<file path="src/spi_pkg.sv">
`default_nettype none

package spi_pkg;

  // bus word and serial byte.
  typedef logic [31:0] reg_word_t;
  typedef logic [7:0]  spi_byte_t;

  // control register fields.
  typedef logic [7:0] sel_t;
  typedef logic [7:0] conf_t;
  typedef logic [1:0] aux_t;

  // bit positions inside conf.
  localparam int CONF_CPOL_BIT = 0;
  localparam int CONF_CPHA_BIT = 1;

  // register addresses.
  localparam logic ADDR_DATA = 1'b0;
  localparam logic ADDR_CTRL = 1'b1;

  // control register layout.
  localparam int SEL_LSB         = 24;
  localparam int CONF_LSB        = 16;
  localparam int AUX_LSB         = 8;
  localparam int STAT_WP_BIT     = 2;
  localparam int STAT_TX_RDY_BIT = 1;
  localparam int STAT_RX_RDY_BIT = 0;

  typedef enum logic [1:0] {
    XFER_IDLE,
    XFER_BUSY,
    XFER_COMPLETE,
    XFER_RELEASE
  } xfer_state_t;

  typedef enum logic [1:0] {
    XCVR_IDLE,
    XCVR_LEAD,
    XCVR_TRAIL,
    XCVR_DONE
  } xcvr_state_t;

endpackage

`default_nettype wire

</file>
<file path="src/spi_sclk_timer.sv">
`timescale 1ns/10ps
`default_nettype none

module spi_sclk_timer #(
  parameter int CLK_FREQ  = 10_000_000,
  parameter int SPI_SPEED = 1_000_000
) (
  input  wire logic clk,
  input  wire logic rst_n,
  input  wire logic run,
  output logic      half_tick
);

  // clk cycles per half sclk period, never below one.
  localparam int HALF_RAW = CLK_FREQ / (2 * SPI_SPEED);
  localparam int HALF_CNT = (HALF_RAW > 1) ? HALF_RAW : 1;
  localparam int CNT_W    = (HALF_CNT > 1) ? $clog2(HALF_CNT) : 1;

  localparam logic [CNT_W-1:0] RELOAD = CNT_W'(HALF_CNT - 1);

  logic [CNT_W-1:0] count_q;

  // counter sits at the reload value while stopped.
  // so the first half period is as long as the rest.
  always_ff @(posedge clk or negedge rst_n) begin
    if (!rst_n) begin
      count_q <= RELOAD;
    end else if (!run) begin
      count_q <= RELOAD;
    end else if (count_q == '0) begin
      count_q <= RELOAD;
    end else begin
      count_q <= count_q - 1'b1;
    end
  end

  assign half_tick = run && (count_q == '0);

  a_no_tick_stopped: assert property (@(posedge clk) disable iff (!rst_n)
    !run |-> !half_tick);

endmodule

`default_nettype wire

</file>
<file path="src/spi_shift_reg.sv">
`timescale 1ns/10ps
`default_nettype none

module spi_shift_reg (
  input  wire logic               clk,
  input  wire logic               rst_n,
  input  wire logic               load,
  input  wire spi_pkg::spi_byte_t tx_byte,
  input  wire logic               sample,
  input  wire logic               shift,
  input  wire logic               miso,
  output logic                    mosi,
  output spi_pkg::spi_byte_t      rx_byte
);

  import spi_pkg::*;

  spi_byte_t shift_q;
  logic      sample_q;
  logic      in_bit;

  // a sample in the shift cycle goes straight in.
  assign in_bit = sample ? miso : sample_q;

  always_ff @(posedge clk or negedge rst_n) begin
    if (!rst_n) begin
      shift_q <= '0;
    end else if (load) begin
      shift_q <= tx_byte;
    end else if (shift) begin
      shift_q <= {shift_q[$bits(spi_byte_t)-2:0], in_bit};
    end
  end

  // miso capture.
  always_ff @(posedge clk) begin
    if (sample) begin
      sample_q <= miso;
    end
  end

  // msb first on the wire.
  assign mosi    = shift_q[$bits(spi_byte_t)-1];
  assign rx_byte = shift_q;

  a_load_alone: assert property (@(posedge clk) disable iff (!rst_n)
    load |-> !(sample || shift));

endmodule

`default_nettype wire

</file>
<file path="src/spi_xcvr.sv">
`timescale 1ns/10ps
`default_nettype none

module spi_xcvr #(
  parameter int CLK_FREQ  = 10_000_000,
  parameter int SPI_SPEED = 1_000_000
) (
  input  wire logic              clk,
  input  wire logic              rst_n,
  input  wire logic              start,
  input  wire spi_pkg::spi_byte_t tx_byte,
  input  wire spi_pkg::conf_t    conf,
  input  wire logic              miso,
  output logic                   done,
  output spi_pkg::spi_byte_t     rx_byte,
  output logic                   mosi,
  output logic                   sclk
);

  import spi_pkg::*;

  xcvr_state_t state_q;
  logic [2:0]  bit_cnt_q;
  logic        sclk_q;
  logic        cpol;
  logic        cpha;
  logic        run;
  logic        half_tick;
  logic        lead_edge;
  logic        trail_edge;
  logic        last_edge;
  logic        sample;
  logic        shift;

  assign cpol = conf[CONF_CPOL_BIT];
  assign cpha = conf[CONF_CPHA_BIT];

  assign run        = (state_q == XCVR_LEAD) || (state_q == XCVR_TRAIL);
  assign lead_edge  = half_tick && (state_q == XCVR_LEAD);
  assign trail_edge = half_tick && (state_q == XCVR_TRAIL);
  assign last_edge  = trail_edge && (bit_cnt_q == 3'd7);

  // cpha=1 keeps bit 7 on mosi through the first lead edge.
  // the final shift shares the cycle with the last sample.
  assign sample = cpha ? trail_edge : lead_edge;
  assign shift  = cpha ? ((lead_edge && bit_cnt_q != 3'd0) || last_edge) : trail_edge;
  assign done   = (state_q == XCVR_DONE);
  assign sclk   = sclk_q;

  always_ff @(posedge clk or negedge rst_n) begin
    if (!rst_n) begin
      state_q   <= XCVR_IDLE;
      bit_cnt_q <= '0;
    end else begin
      case (state_q)
        XCVR_IDLE: begin
          if (start) begin
            state_q   <= XCVR_LEAD;
            bit_cnt_q <= '0;
          end
        end
        XCVR_LEAD: begin
          if (half_tick) begin
            state_q <= XCVR_TRAIL;
          end
        end
        XCVR_TRAIL: begin
          if (half_tick) begin
            bit_cnt_q <= bit_cnt_q + 3'd1;
            state_q   <= last_edge ? XCVR_DONE : XCVR_LEAD;
          end
        end
        XCVR_DONE: state_q <= XCVR_IDLE;
        default:   state_q <= XCVR_IDLE;
      endcase
    end
  end

  // sclk parks at cpol outside a transfer.
  always_ff @(posedge clk or negedge rst_n) begin
    if (!rst_n) begin
      sclk_q <= 1'b0;
    end else if (!run) begin
      sclk_q <= cpol;
    end else if (half_tick) begin
      sclk_q <= ~sclk_q;
    end
  end

  spi_sclk_timer #(
    .CLK_FREQ  (CLK_FREQ),
    .SPI_SPEED (SPI_SPEED)
  ) i_sclk_timer (
    .clk       (clk),
    .rst_n     (rst_n),
    .run       (run),
    .half_tick (half_tick)
  );

  spi_shift_reg i_shift_reg (
    .clk     (clk),
    .rst_n   (rst_n),
    .load    (start),
    .tx_byte (tx_byte),
    .sample  (sample),
    .shift   (shift),
    .miso    (miso),
    .mosi    (mosi),
    .rx_byte (rx_byte)
  );

  a_done_pulse: assert property (@(posedge clk) disable iff (!rst_n)
    done |=> !done);

  a_start_when_idle: assert property (@(posedge clk) disable iff (!rst_n)
    start |-> state_q == XCVR_IDLE);

endmodule

`default_nettype wire

</file>
<file path="src/spi_master.sv">
`timescale 1ns/10ps
`default_nettype none

module spi_master #(
  parameter int CLK_FREQ  = 10_000_000,
  parameter int SPI_SPEED = 1_000_000
) (
  input  wire logic              clk,
  input  wire logic              rst_n,
  input  wire logic              read,
  input  wire logic              write,
  input  wire logic              address,
  input  wire logic [3:0]        be,
  input  wire spi_pkg::reg_word_t data_in,
  output spi_pkg::reg_word_t     data_out,
  input  wire logic              miso,
  input  wire logic              wp_n,
  output logic                   mosi,
  output logic                   sclk,
  output spi_pkg::sel_t          selects,
  output spi_pkg::aux_t          aux
);

  import spi_pkg::*;

  xfer_state_t state_q;
  xfer_state_t state_d;
  conf_t       conf_q;
  spi_byte_t   rx_data_q;
  spi_byte_t   rx_byte;
  logic        start;
  logic        done;
  logic        wr_en;
  logic        rd_en;

  // a cycle with both strobes counts as neither.
  assign wr_en = write && !read;
  assign rd_en = read && !write;

  // control register, byte-lane writes.
  always_ff @(posedge clk or negedge rst_n) begin
    if (!rst_n) begin
      selects <= '1;
      conf_q  <= '0;
      aux     <= '0;
    end else if (wr_en && address == ADDR_CTRL) begin
      if (be[3]) begin
        selects <= data_in[SEL_LSB +: $bits(sel_t)];
      end
      if (be[2]) begin
        conf_q <= data_in[CONF_LSB +: $bits(conf_t)];
      end
      if (be[1]) begin
        aux <= data_in[AUX_LSB +: $bits(aux_t)];
      end
    end
  end

  // received byte, held until the next transfer ends.
  always_ff @(posedge clk or negedge rst_n) begin
    if (!rst_n) begin
      rx_data_q <= '0;
    end else if (done && state_q == XFER_BUSY) begin
      rx_data_q <= rx_byte;
    end
  end

  // transfer FSM.
  always_comb begin
    state_d = state_q;
    start   = 1'b0;
    case (state_q)
      XFER_IDLE: begin
        if (wr_en && address == ADDR_DATA && be[0]) begin
          start   = 1'b1;
          state_d = XFER_BUSY;
        end
      end
      XFER_BUSY: begin
        if (done) begin
          state_d = XFER_COMPLETE;
        end
      end
      XFER_COMPLETE: begin
        // rx ready clears only through a data read.
        if (rd_en && address == ADDR_DATA) begin
          state_d = XFER_RELEASE;
        end
      end
      XFER_RELEASE: begin
        if (!read && !write) begin
          state_d = XFER_IDLE;
        end
      end
      default: state_d = XFER_IDLE;
    endcase
  end

  always_ff @(posedge clk or negedge rst_n) begin
    if (!rst_n) begin
      state_q <= XFER_IDLE;
    end else begin
      state_q <= state_d;
    end
  end

  // read mux with status bits.
  always_comb begin
    data_out = '0;
    if (rd_en) begin
      if (address == ADDR_DATA) begin
        data_out[$bits(spi_byte_t)-1:0] = rx_data_q;
      end else begin
        data_out[SEL_LSB +: $bits(sel_t)]   = selects;
        data_out[CONF_LSB +: $bits(conf_t)] = conf_q;
        data_out[AUX_LSB +: $bits(aux_t)]   = aux;
        data_out[STAT_WP_BIT]               = ~wp_n;
        data_out[STAT_TX_RDY_BIT]           = (state_q != XFER_BUSY);
        data_out[STAT_RX_RDY_BIT]           = (state_q == XFER_COMPLETE);
      end
    end
  end

  // tx byte goes straight to the shift register on start.
  spi_xcvr #(
    .CLK_FREQ  (CLK_FREQ),
    .SPI_SPEED (SPI_SPEED)
  ) i_xcvr (
    .clk     (clk),
    .rst_n   (rst_n),
    .start   (start),
    .tx_byte (data_in[$bits(spi_byte_t)-1:0]),
    .conf    (conf_q),
    .miso    (miso),
    .done    (done),
    .rx_byte (rx_byte),
    .mosi    (mosi),
    .sclk    (sclk)
  );

  a_start_idle: assert property (@(posedge clk) disable iff (!rst_n)
    start |-> state_q == XFER_IDLE);

  // the transceiver must finish within the busy window.
  a_done_busy: assert property (@(posedge clk) disable iff (!rst_n)
    done |-> state_q == XFER_BUSY);

endmodule

`default_nettype wire

</file>
<file path="src/spi_periph_top.sv">
`timescale 1ns/10ps
`default_nettype none

module spi_periph_top #(
  parameter int CLK_FREQ  = 10_000_000,
  parameter int SPI_SPEED = 1_000_000
) (
  input  wire logic               clk,
  input  wire logic               rst_n,
  input  wire logic               read,
  input  wire logic               write,
  input  wire logic               address,
  input  wire logic [3:0]         be,
  input  wire spi_pkg::reg_word_t data_in,
  output wire spi_pkg::reg_word_t data_out,
  input  wire logic               miso,
  input  wire logic               wp_n,
  output wire logic               mosi,
  output wire logic               sclk,
  output wire spi_pkg::sel_t      selects,
  output wire spi_pkg::aux_t      aux
);

  spi_master #(
    .CLK_FREQ  (CLK_FREQ),
    .SPI_SPEED (SPI_SPEED)
  ) i_master (
    .clk      (clk),
    .rst_n    (rst_n),
    .read     (read),
    .write    (write),
    .address  (address),
    .be       (be),
    .data_in  (data_in),
    .data_out (data_out),
    .miso     (miso),
    .wp_n     (wp_n),
    .mosi     (mosi),
    .sclk     (sclk),
    .selects  (selects),
    .aux      (aux)
  );

endmodule

`default_nettype wire

</file>
<file path="config.mk">
export PLATFORM = sky130hd
export DESIGN_NAME = spi_periph_top
export DESIGN_NICKNAME = d
export VERILOG_FILES = /design/src/spi_pkg.sv /design/src/spi_sclk_timer.sv /design/src/spi_shift_reg.sv /design/src/spi_xcvr.sv /design/src/spi_master.sv /design/src/spi_periph_top.sv
export SDC_FILE = /design/constraint.sdc
export NUM_CORES = 1
export LEC_CHECK = 0
export BUFFER_PORTS_ARGS = -buffer_cell sky130_fd_sc_hd__buf_2
export CAP_MARGIN = 40
export CELL_PAD_IN_SITES_DETAIL_PLACEMENT = 2
export CELL_PAD_IN_SITES_GLOBAL_PLACEMENT = 2
export CORE_MARGIN = 3
export CORE_UTILIZATION = 27
export DETAILED_ROUTE_END_ITERATION = 8
export PLACE_DENSITY_LB_ADDON = 0.15
export SYNTH_ARGS = -nofsm -noshare
export SYNTH_HDL_FRONTEND = slang
export SYNTH_SLANG_ARGS = --single-unit
</file>
<file path="constraint.sdc">
create_clock -name clk -period 1.9 [get_ports clk]
set_input_delay 0.095 -clock clk [delete_from_list [all_inputs] [get_ports clk]]
set_output_delay 0.095 -clock clk [all_outputs]
set_load 0.005 [all_outputs]
</file>
# Word level (Yosys, flattened, before mapping)
# Cells that the tools add are included.
# word_totals
reg_bits	46
latch_bits	0
ram_bits	0
rom_bits	0
output_inout_bits	44
memories	0
# op_classes
add_sub_neg	2
multipliers	0
div_mod_pow	0
magnitude_cmp	0
n_eq_ne	16
shift	0
muxes	30
n_bitwise	3
n_reduce_logical	29
# op_table
cell	count
$mux W16	2
$mux W2	9
$mux W8	2
$pmux W2 S4	2
$mux W3	5
$logic_and A1 B1 Y1	13
$ne A2 B1 Y1 const B	6
$mux W10	1
$eq A2 B2 Y1 const B	4
$mux W1	7
$ne A2 B2 Y1 const B	3
$pmux W3 S2	1
$reduce_and A2 Y1	3
$reduce_and A3 Y1	2
$mux W5	1
$eq A2 B1 Y1 const B	2
$logic_not A2 Y1	2
$reduce_and A4 Y1	1
$reduce_bool A2 Y1	2
$add A3 B1 Y3 const B	1
$eq A3 B3 Y1 const B	1
$logic_not A3 Y1	1
$not A1 Y1	3
$reduce_bool A3 Y1	1
3 further kinds	5

# Depth between registers and ports, before layout
# Gate-level depths: netlist (run 1).
# logic_depth
ltp_word	9
depth_mapped	7
ltp_nobuf	6

# Cells and area by module
# From an unflattened synthesis (run 1), not the netlist that was laid out.
# hier_totals
cells_unflattened	227
hier_area_um2	2538.7
# modules_own_cells
module	n_inst	cells_each	area_per_inst_um2	seq_area_each_um2
spi_master	1	122	1477.7	710.7
spi_xcvr	1	54	514.2	150.1
spi_shift_reg	1	38	419.2	220.2
spi_sclk_timer	1	13	127.6	76.3

# Worst setup path after synthesis (run 1)
# Ideal clock, no wire load.
# synth_timing
kind	register -> register
from	register i_master.i_xcvr.state_q[0]
to	register i_master.i_xcvr.i_shift_reg.sample_q
arrival_ps	1703
path_slack_ps	74
stages_incl_launch_ff	6
n_path_buf	0
period_less_slack_ps	1826
path_cell_list	dfrtp_1 inv_1 ha_1 or4b_4 nor2_1 mux2_1
# synth_between
elab_chain_cells	6
word_cells_on_any_way	8
classes_between	2 x eq/ne; 2 x mux; 4 x reduce/logical
# synth_lines
item	line	text
from (decl)	spi_xcvr.sv:22	xcvr_state_t state_q;
from (signal assigned)	spi_xcvr.sv:70	state_q <= last_edge ? XCVR_DONE : XCVR_LEAD;
$eq A2 B1 Y1 or $eq A2 B2 Y1 (tied branches)	spi_xcvr.sv:38, spi_xcvr.sv:39, spi_xcvr.sv:40	
$logic_or A1 B1 Y1	spi_xcvr.sv:38	assign run = (state_q == XCVR_LEAD) || (state_q == XCVR_TRAIL);
$logic_and A1 B1 Y1	spi_sclk_timer.sv:37	assign half_tick = run && (count_q == '0);
$logic_and A1 B1 Y1, on equally long branches	spi_xcvr.sv:39, spi_xcvr.sv:40	
$mux W1 *	spi_xcvr.sv:45	assign sample = cpha ? trail_edge : lead_edge;
$mux W1 *	-	
named net i_master.i_xcvr.i_shift_reg.in_bit	spi_shift_reg.sv:20	logic in_bit;
to (signal assigned)	spi_shift_reg.sv:38	sample_q <= miso;
to (decl)	spi_shift_reg.sv:19	logic sample_q;
# The timed path passes the listed nets; every way through them passes the cells marked *.
# A chain may end at the register's enable or synchronous reset.

# Worst setup path in the final report (run 1)
# Ends and elaborated chain as after synthesis.

==> results of run 1 <==
critical path, delay by kind of cell (launching register included):
family / cells / cell delay, ns
AND/OR/NAND/NOR: 2 / 0.66
flip-flops: 1 / 0.37
buffers and inverters: 1 / 0.07
adder cells (fa/ha/maj): 1 / 0.29
multiplexers: 1 / 0.32
per-layer routing:
layer / GRT usage / wire length, um
met1: 0.185 / 3450
met2: 0.249 / 3550
met3: 0.0203 / 287
met4: 0.0272 / 54
met5: 0 / 0
worst paths after layout:
| check | startpoint | depth (start not counted) | slack, ns | end |
|---|---|---|---|---|
| max in group asynchronous | rst_n | 3 | 1.31 | i_master.i_xcvr.i_sclk_timer.count_q[2]$_DFF_PN1_ |
| min in group asynchronous | rst_n | 3 | 0.31 | i_master.conf_q[2]$_DFFE_PN0P_ |
| hold / removal | data_in[4] | 3 | 0.005 | i_master.i_xcvr.i_shift_reg.rx_byte[4]$_DFFE_PN0P_ |
| hold reg to reg | i_master.conf_q[3]$_DFFE_PN0P_ | 1 | 0.49 | i_master.conf_q[3]$_DFFE_PN0P_ |
| setup reg to reg | i_master.i_xcvr.state_q[0]$_DFFE_PN0P_ | 5 | 0.09 | i_master.i_xcvr.i_shift_reg.sample_q$_DFF_P_ |
| setup / recovery | i_master.i_xcvr.state_q[0]$_DFFE_PN0P_ | 5 | 0.09 | i_master.i_xcvr.i_shift_reg.sample_q$_DFF_P_ |
kinds of logic (layout without fill, tap and decap cells):
family                     after synthesis  in the layout
muxes                                   29             29
other                                    1              6
DFF                                     46             46
AOI/OAI and AO/OA                       37             37
and+or+nand+nor                         89             89
xor gates and xnor gates                 1              1
adders and majority gates               11             11
buffers and inverters                   20            110
power by group through the flow:
stage | Clock (mW) | Sequential [mW] | Combinational, mW
floorplan | 0 | 1.59 | 0.984
global placement | 0 | 1.64 | 1.52
detailed placement | 0 | 1.68 | 1.58
CTS | 0.742 | 1.66 | 1.67
global route | 0.777 | 1.72 | 1.87
finish | 0.701 | 1.66 | 1.67
metrics by stage:
step	std cells	cell area, um2	TNS [ns]	setup WS [ns]
2_1_floorplan	239	2540	0	0.0735
3_3_place_gp	424	3110	0	0.0392
3_5_place_dp	424	3110	-0.125	-0.0224
4_1_cts	435	3270	0	0.0277
5_1_grt	437	3290	-0.00618	-0.00343
6_report	437	3290	0	0.0894
layout by cell type, fill, tap and decap left out, drive strengths merged, types with 2 or more instances in the layout:
master | netlist | final
nor2 | 12 | 12
a21oi | 5 | 5
nor2b | 2 | 2
dlygate4sd3 | 0 | 2
o211ai | 8 | 8
mux2 | 28 | 28
nand2b | 5 | 5
o21a | 2 | 2
buf | 9 | 92
inv | 8 | 8
o21ai | 8 | 8
nand2 | 17 | 17
dfstp | 9 | 9
and2 | 25 | 25
ha | 11 | 11
o31ai | 2 | 2
a21boi | 2 | 2
conb | 1 | 6
nand4 | 7 | 7
clkbuf | 3 | 8
dfrtp | 36 | 36
nor3b | 2 | 2
nand3 | 13 | 13
repair_timing:
| action | in CTS | in global routing |
|---|---|---|
| hold buffers | 2 | 0 |
| endpoints found under the setup margin | 9 | 14 |
| buffers inserted | 1 | 2 |
| hold endpoints to repair | 37 | 0 |
| pin swaps | 0 | 6 |
| gates resized for setup | 2 | 5 |
layout make-up:
cell class / count / share of cell area
Clock buffer: 8 / 0.0335
Timing Repair Buffer: 94 / 0.168
Sequential cell: 46 / 0.352
Inverter: 8 / 0.00913
Tap cell: 108 / 0.0411
Multi-Input combinational cell: 173 / 0.396
state kept, by name, summed over array words and instances, names as in the netlist:
register,flops
i_master.aux,2
i_master.conf_q,8
i_master.i_xcvr.bit_cnt_q,3
i_master.i_xcvr.i_sclk_timer.count_q,3
i_master.i_xcvr.i_shift_reg.rx_byte,8
i_master.i_xcvr.i_shift_reg.sample_q,1
i_master.i_xcvr.sclk,1
i_master.i_xcvr.state_q,2
i_master.rx_data_q,8
i_master.selects,8
i_master.state_q,2
==> impl_summary.txt, run 1 <==
----------------------------------------------------
[Timing]
  Fmax ... 0.552 GHz
  Final slew viol count ... 0
  Final Hold Viols ... 0
  Clock tree skew after final layout ... a little over 0.006 ns
  Final critical delay including setup and external delays ... about 1.8 ns
  Worst Hold Slack ... 0.00498 ns
  RSZ-0062 raised after global routing ... true
  Endpoints failing setup ... 0
  Period utilisation layout ... 0.953

[CTS]
  TritonCTS sink count ... between 40 and 50
  Clock tree from TritonCTS ... built
  CTS clk-pin slew, worst paths ... 0.09 ns
  Num CTS Buffers ... 5
  Number of H-tree branching levels ... 2
  Clock Latency Late Sink ... 0.29 ns
  CTS root buf ... sky130_fd_sc_hd__clkbuf_8
  Maximum count of clock buffers along a single path ... 2

[Critical path]
  Data arrival, critical path ... 1.99 ns
  Max stage delay cell, worst path ... sky130_fd_sc_hd__or4b_4
  Worst Path Class, Setup ... reg2reg
  Maximum fanout count along the critical path ... 7
  Element type at the critical path start ... register
  Kind of end point of the critical path ... register
  WP data required ... ~2.1 ns
  Delay of the slowest cell on the worst path ... about 0.53 ns
  Cell breakdown of the critical path ... inv_2 -> ha_4 -> or4b_4 -> nor2_2 -> mux2_1

[Yosys]
  Post-synthesis instance area ... 2520 um2
  Compound-Gate Fraction of Synth Area ... 0.114
  Dominant combinational cell family by area after synthesis ... simple AND/OR/NAND/NOR gates
  Number of flops mapped to enable cells by yosys ... 0
  Count of state elements after synthesis ... 46
  Cell count after synthesis ... 234
  Count leader, synth ... sky130_fd_sc_hd__dfrtp_1
  Leading cell types by count after synthesis ... 36 x sky130_fd_sc_hd__dfrtp_1, 24 x sky130_fd_sc_hd__and2_1, 20 x sky130_fd_sc_hd__mux2_1, 17 x sky130_fd_sc_hd__nand2_1, 13 x sky130_fd_sc_hd__nand3_1
  Sequential share of the synthesized area ... 0.459
  Area share of the leading cell type in the synthesized netlist ... 0.357
  Share of synthesized area spent on multiplexers ... 0.129
  Top cells by area in the synthesized netlist ... sky130_fd_sc_hd__dfrtp_1 36%, sky130_fd_sc_hd__dfstp_2 9.4%, sky130_fd_sc_hd__mux2_1 8.9%
  Adder and majority cell fraction of the synthesized area ... 0.0545
  Flip-flop cell with the highest count after synthesis ... sky130_fd_sc_hd__dfrtp_1
  Post-Synth XOR/XNOR Area ... 0.00347
  Average cell area after synthesis ... about 11 um2
  Fraction of registers with async set or reset after synthesis ... 0.978
  Cell type contributing the most total cell area after synthesis ... sky130_fd_sc_hd__dfrtp_1
  Synthesis warning total ... 0
  Synth cell types ... 50
  Post-synthesis simple-gate area fraction ... 0.196

[Floorplan]
  Width of the die ... 103 um
  Vertical extent of the die ... 103 um
  Die Footprint ... around 11000 um2
  Starting utilization of the core area ... 0.284
  Standard cell core area ... about 9000 um2
  Number of rows created at floorplan ... 34
  Io pins ... 87

[Global routing]
  Remaining Overflow, GRT ... 0
  Number of global-route vias before repair ... 2277
  First-pass GRT wire length ... 11.7 mm
  Number of antenna violations at the first check in global routing ... 0
  All-Layer GR Usage ... 0.142
  Largest net degree at the start of global routing ... 46

[Route]
  Number of vias in the routed layout ... 2126
  Starting DRC count in detailed routing ... 20
  Aggregate routed wire length ... 7.34 mm
  Initial DRT Pass Iterations ... 4
  Number of nets with antenna violations after routing ... 0
  Routed WL per cell ... between 15 and 20 um
  Drc violations ... 0
  Vias per std cell ... 4.86

[Cells and area]
  Proportion of layout cells with a drive suffix above 1 ... 0.395
  Final cell utilization of the core ... 0.370
  # fillers ... 995
  P&R area growth vs syn ... 30.4%
  Area of the multi-input gates ... 1300 um2
  Final nets ... between 300 and 400
  Inserted Diodes ... 0
  Sequential Area ... 1160 um2

[Placement]
  Half-perimeter wire length of the detailed placement result ... approximately 5.6 mm
  Count of buffers inserted at the top-level ports ... 74
  Placer Congestion ... 0.715

[Power and ir drop]
  Clock share of power ... 0.174
  Total internal power ... 2.56 mW
  Switch Pwr ... 1.47 mW
  Static leakage ... 1.59 nW
  Fraction of power consumed by sequential logic ... 0.412
  Total power consumption of the routed design ... just over 4 mW
  Power density relative to cell area ... 1230 nW/um2
  Worst voltage drop across the vdd grid ... 0.356 mV
  Net Sw Frac ... 0.365
  Share of total power in combinational logic ... 0.414

[Run status]
  Outcome ... finished, final reports clean

[Job]
  Max cap viols ... 0

[Min path]
  Path type of the worst min-delay path ... in2reg

----------------------------------------------------
Power figures use the tool's default switching activity.
==> inputs of run 2 (changes only) <==
Settings changed: HOLD_SLACK_MARGIN from default to 0.03, PLACE_DENSITY_LB_ADDON 0.15 to 0.1.
==> run 2 against run 1 <==
Sequential share of layout area is 2.2 points lower; hold slack improved by 0.058 ns; first-iteration DRC count is 60% lower; critical path type unchanged; largest power group is now registers; highest routed layer unchanged.
==> impl_summary.txt, run 2 (synthesis gave the netlist of run 1 again) <==
----------------------------------------------------
[Run status]
  Outcome ... finished, final reports clean

[Cells and area]
  Most common cell after layout, fill and taps aside ... sky130_fd_sc_hd__buf_2
  Area of the multi-input gates ... 1300 um2 (-0.48%)
  Post-layout instance area ... 3510 um2 (+6.7%)
  # fillers ... 983 (-1.2%)
  Commonest cells after routing, fill and taps aside ... 74 x sky130_fd_sc_hd__buf_2, 36 x sky130_fd_sc_hd__dfrtp_1, 27 x sky130_fd_sc_hd__dlygate4sd3_1, 24 x sky130_fd_sc_hd__and2_1, 20 x sky130_fd_sc_hd__mux2_1
  Inserted Diodes ... 0 (unchanged)
  Final nets ... 405 (+6.0%)
  Proportion of layout cells with a drive suffix above 1 ... 0.364 (-0.0315)
  Sequential Area ... 1160 um2 (unchanged)
  Final cell utilization of the core ... 0.395 (+0.0248)
  P&R area growth vs syn ... 39.1%

[Floorplan]
  Io pins ... 87 (unchanged)
  Width of the die ... 103 um (unchanged)
  Starting utilization of the core area ... 0.284 (unchanged)
  Standard cell core area ... 8890 um2 (unchanged)
  Vertical extent of the die ... 103 um (unchanged)
  Die Footprint ... 10500 um2 (unchanged)
  Number of rows created at floorplan ... 34 (unchanged)

[Timing]
  Transition time at the pin with the least slew margin ... 0.616 ns
  Final critical delay including setup and external delays ... 1.83 ns (+0.0173 ns)
  Clock tree skew after final layout ... 0.00384 ns (-0.00220 ns)
  Relative max-transition margin ... 0.589
  Fmax ... 0.547 GHz (-0.95%)
  Final slew viol count ... 0 (unchanged)
  Final Hold Viols ... 0 (unchanged)
  Endpoints failing setup ... 0 (unchanged)
  Period utilisation layout ... 0.962 (+0.00910)

[Critical path]
  Delay of the slowest cell on the worst path ... 0.52 ns (about the same)
  FF-to-FF End ... i_master.i_xcvr.i_shift_reg.sample_q$_DFF_P_
  Worst Path Class, Setup ... reg2reg
  Element type at the critical path start ... register
  Cell breakdown of the critical path ... inv_1 -> ha_4 -> or4b_4 -> nor2_1 -> mux2_1
  Max stage delay cell, worst path ... sky130_fd_sc_hd__or4b_4
  Cells on worst reg2reg path ... 5 (unchanged)
  Kind of end point of the critical path ... register
  Data arrival, critical path ... 2.03 ns (+0.04 ns)
  Maximum fanout count along the critical path ... 7 (unchanged)
  Worst setup startpoint ... i_master.i_xcvr.state_q[0]$_DFFE_PN0P_
  Start of the worst register-to-register path ... i_master.i_xcvr.state_q[0]$_DFFE_PN0P_
  Flop-to-flop setup slack ... 0.07 ns (-0.02 ns)
  WP data required ... 2.10 ns (+0.02 ns)

[Route]
  Vias per std cell ... 4.70 (-3.4%)
  Routed WL per cell ... 16.3 um (-2.9%)
  Number of nets with antenna violations after routing ... 0 (unchanged)
  Aggregate routed wire length ... 7.50 mm (+2.2%)
  Initial DRT Pass Iterations ... 3 (-1)
  Starting DRC count in detailed routing ... 8 (-60%)
  Drc violations ... 0 (unchanged)
  Number of vias in the routed layout ... 2162 (+1.7%)

[Min path]
  Worst Hold Endpoint ... i_master.i_xcvr.i_shift_reg.rx_byte[7]$_DFFE_PN0P_
  Path type of the worst min-delay path ... in2reg
  Hold Path Cell Cnt ... 3 (unchanged)
  Min-Delay Startpoint ... data_in[7]

[CTS]
  Num CTS Buffers ... 5 (unchanged)
  CTS clk-pin slew, worst paths ... 0.09 ns (about the same)
  Clock Latency Late Sink ... 0.30 ns (about the same)
  TritonCTS sink count ... 46 (unchanged)
  CTS root buf ... sky130_fd_sc_hd__clkbuf_8
  Clock tree from TritonCTS ... built
  Maximum count of clock buffers along a single path ... 2 (unchanged)
  Number of H-tree branching levels ... 2 (unchanged)

[Global routing]
  First-pass GRT wire length ... 11.9 mm (+1.8%)
  Largest net degree at the start of global routing ... 46 (unchanged)
  Number of antenna violations at the first check in global routing ... 0 (unchanged)
  All-Layer GR Usage ... 0.145 (+0.00392)
  Remaining Overflow, GRT ... 0 (unchanged)
  Number of global-route vias before repair ... 2277 (unchanged)

[Placement]
  Placer Congestion ... 0.693 (-3.1%)
  Half-perimeter wire length of the detailed placement result ... 5.45 mm (-2.9%)
  Count of buffers inserted at the top-level ports ... 74 (unchanged)
  Area after detailed placement ... 3090 um2 (-0.40%)

[Power and ir drop]
  Worst voltage drop across the vdd grid ... 0.414 mV (+16%)
  Static leakage ... 1.67 nW (+4.9%)
  Total power consumption of the routed design ... 4.06 mW (+0.72%)
  Power density relative to cell area ... 1160 nW/um2 (-5.6%)

[Job]
  Max cap viols ... 0 (unchanged)

----------------------------------------------------
-- run 2: worst max-delay path by stage --
stage	endpoint	slack, ns	cells after the start
2_1_floorplan	i_master.i_xcvr.i_shift_reg.sample_q$_DFF_P_	0.07	5
3_3_place_gp	i_master.i_xcvr.i_shift_reg.rx_byte[4]$_DFFE_PN0P_	0.06	6
3_5_place_dp	i_master.i_xcvr.i_shift_reg.rx_byte[6]$_DFFE_PN0P_	0.001	6
4_1_cts	i_master.i_xcvr.i_shift_reg.rx_byte[6]$_DFFE_PN0P_	0.008	6
5_1_grt	i_master.i_xcvr.state_q[1]$_DFFE_PN0P_	-0.02	6
6_report	i_master.i_xcvr.i_shift_reg.sample_q$_DFF_P_	0.07	5
-- run 2: per-layer routing --
metal	global-route usage	vias up	share of wire
met2	0.247	45	0.48
met1	0.192	1062	0.47
met5	0	-	0
met3	0.0250	5	0.039
met4	0.0363	0	0.0084
li1	-	1050	-
-- run 2: through the flow --
step                      TNS (ns)  instances  hold WS (ns)  worst slack (ns)
after floorplan                  0        239        -0.201            0.0735
after global placement           0        424         0.238            0.0628
after detailed placement         0        424         0.234           0.00104
after CTS                        0        460        0.0483           0.00762
after global routing       -0.0163        460        0.0654           -0.0163
final                            0        460        0.0632            0.0721
-- run 2: final cells by class --
type,instances,area share
multi-input cells,173,0.370
flip-flops and latches,46,0.330
repair buffers,117,0.221
well taps,108,0.0385
clock buffers,5,0.0196
clock inverters,3,0.0128
inverters,8,0.00855
-- run 2: critical path, delay by kind of cell, from the launching register on --
| family | cells | cell delay [ns] |
|---|---|---|
| AND/OR/NAND/NOR | 2 | 0.68 |
| multiplexers | 1 | 0.33 |
| adder cells (fa/ha/maj) | 1 | 0.28 |
| buffers and inverters | 1 | 0.08 |
| flip-flops | 1 | 0.36 |
-- run 2: timing repair --
item | in CTS | in global routing
gates resized for setup | 0 | 6
gates cloned | 0 | 0
setup endpoints to repair | 1 | 14
buffers inserted | 1 | 0
pin swaps | 0 | 1
hold endpoints to repair | 62 | 0
hold buffers | 27 | 0
-- run 2: power by group --
group	internal [mW]	switching [mW]	leakage (nW)
Combinational	0.819	0.830	1.06
Clock	0.392	0.365	0.0504
Sequential	1.36	0.291	0.555
Total	2.58	1.49	1.67
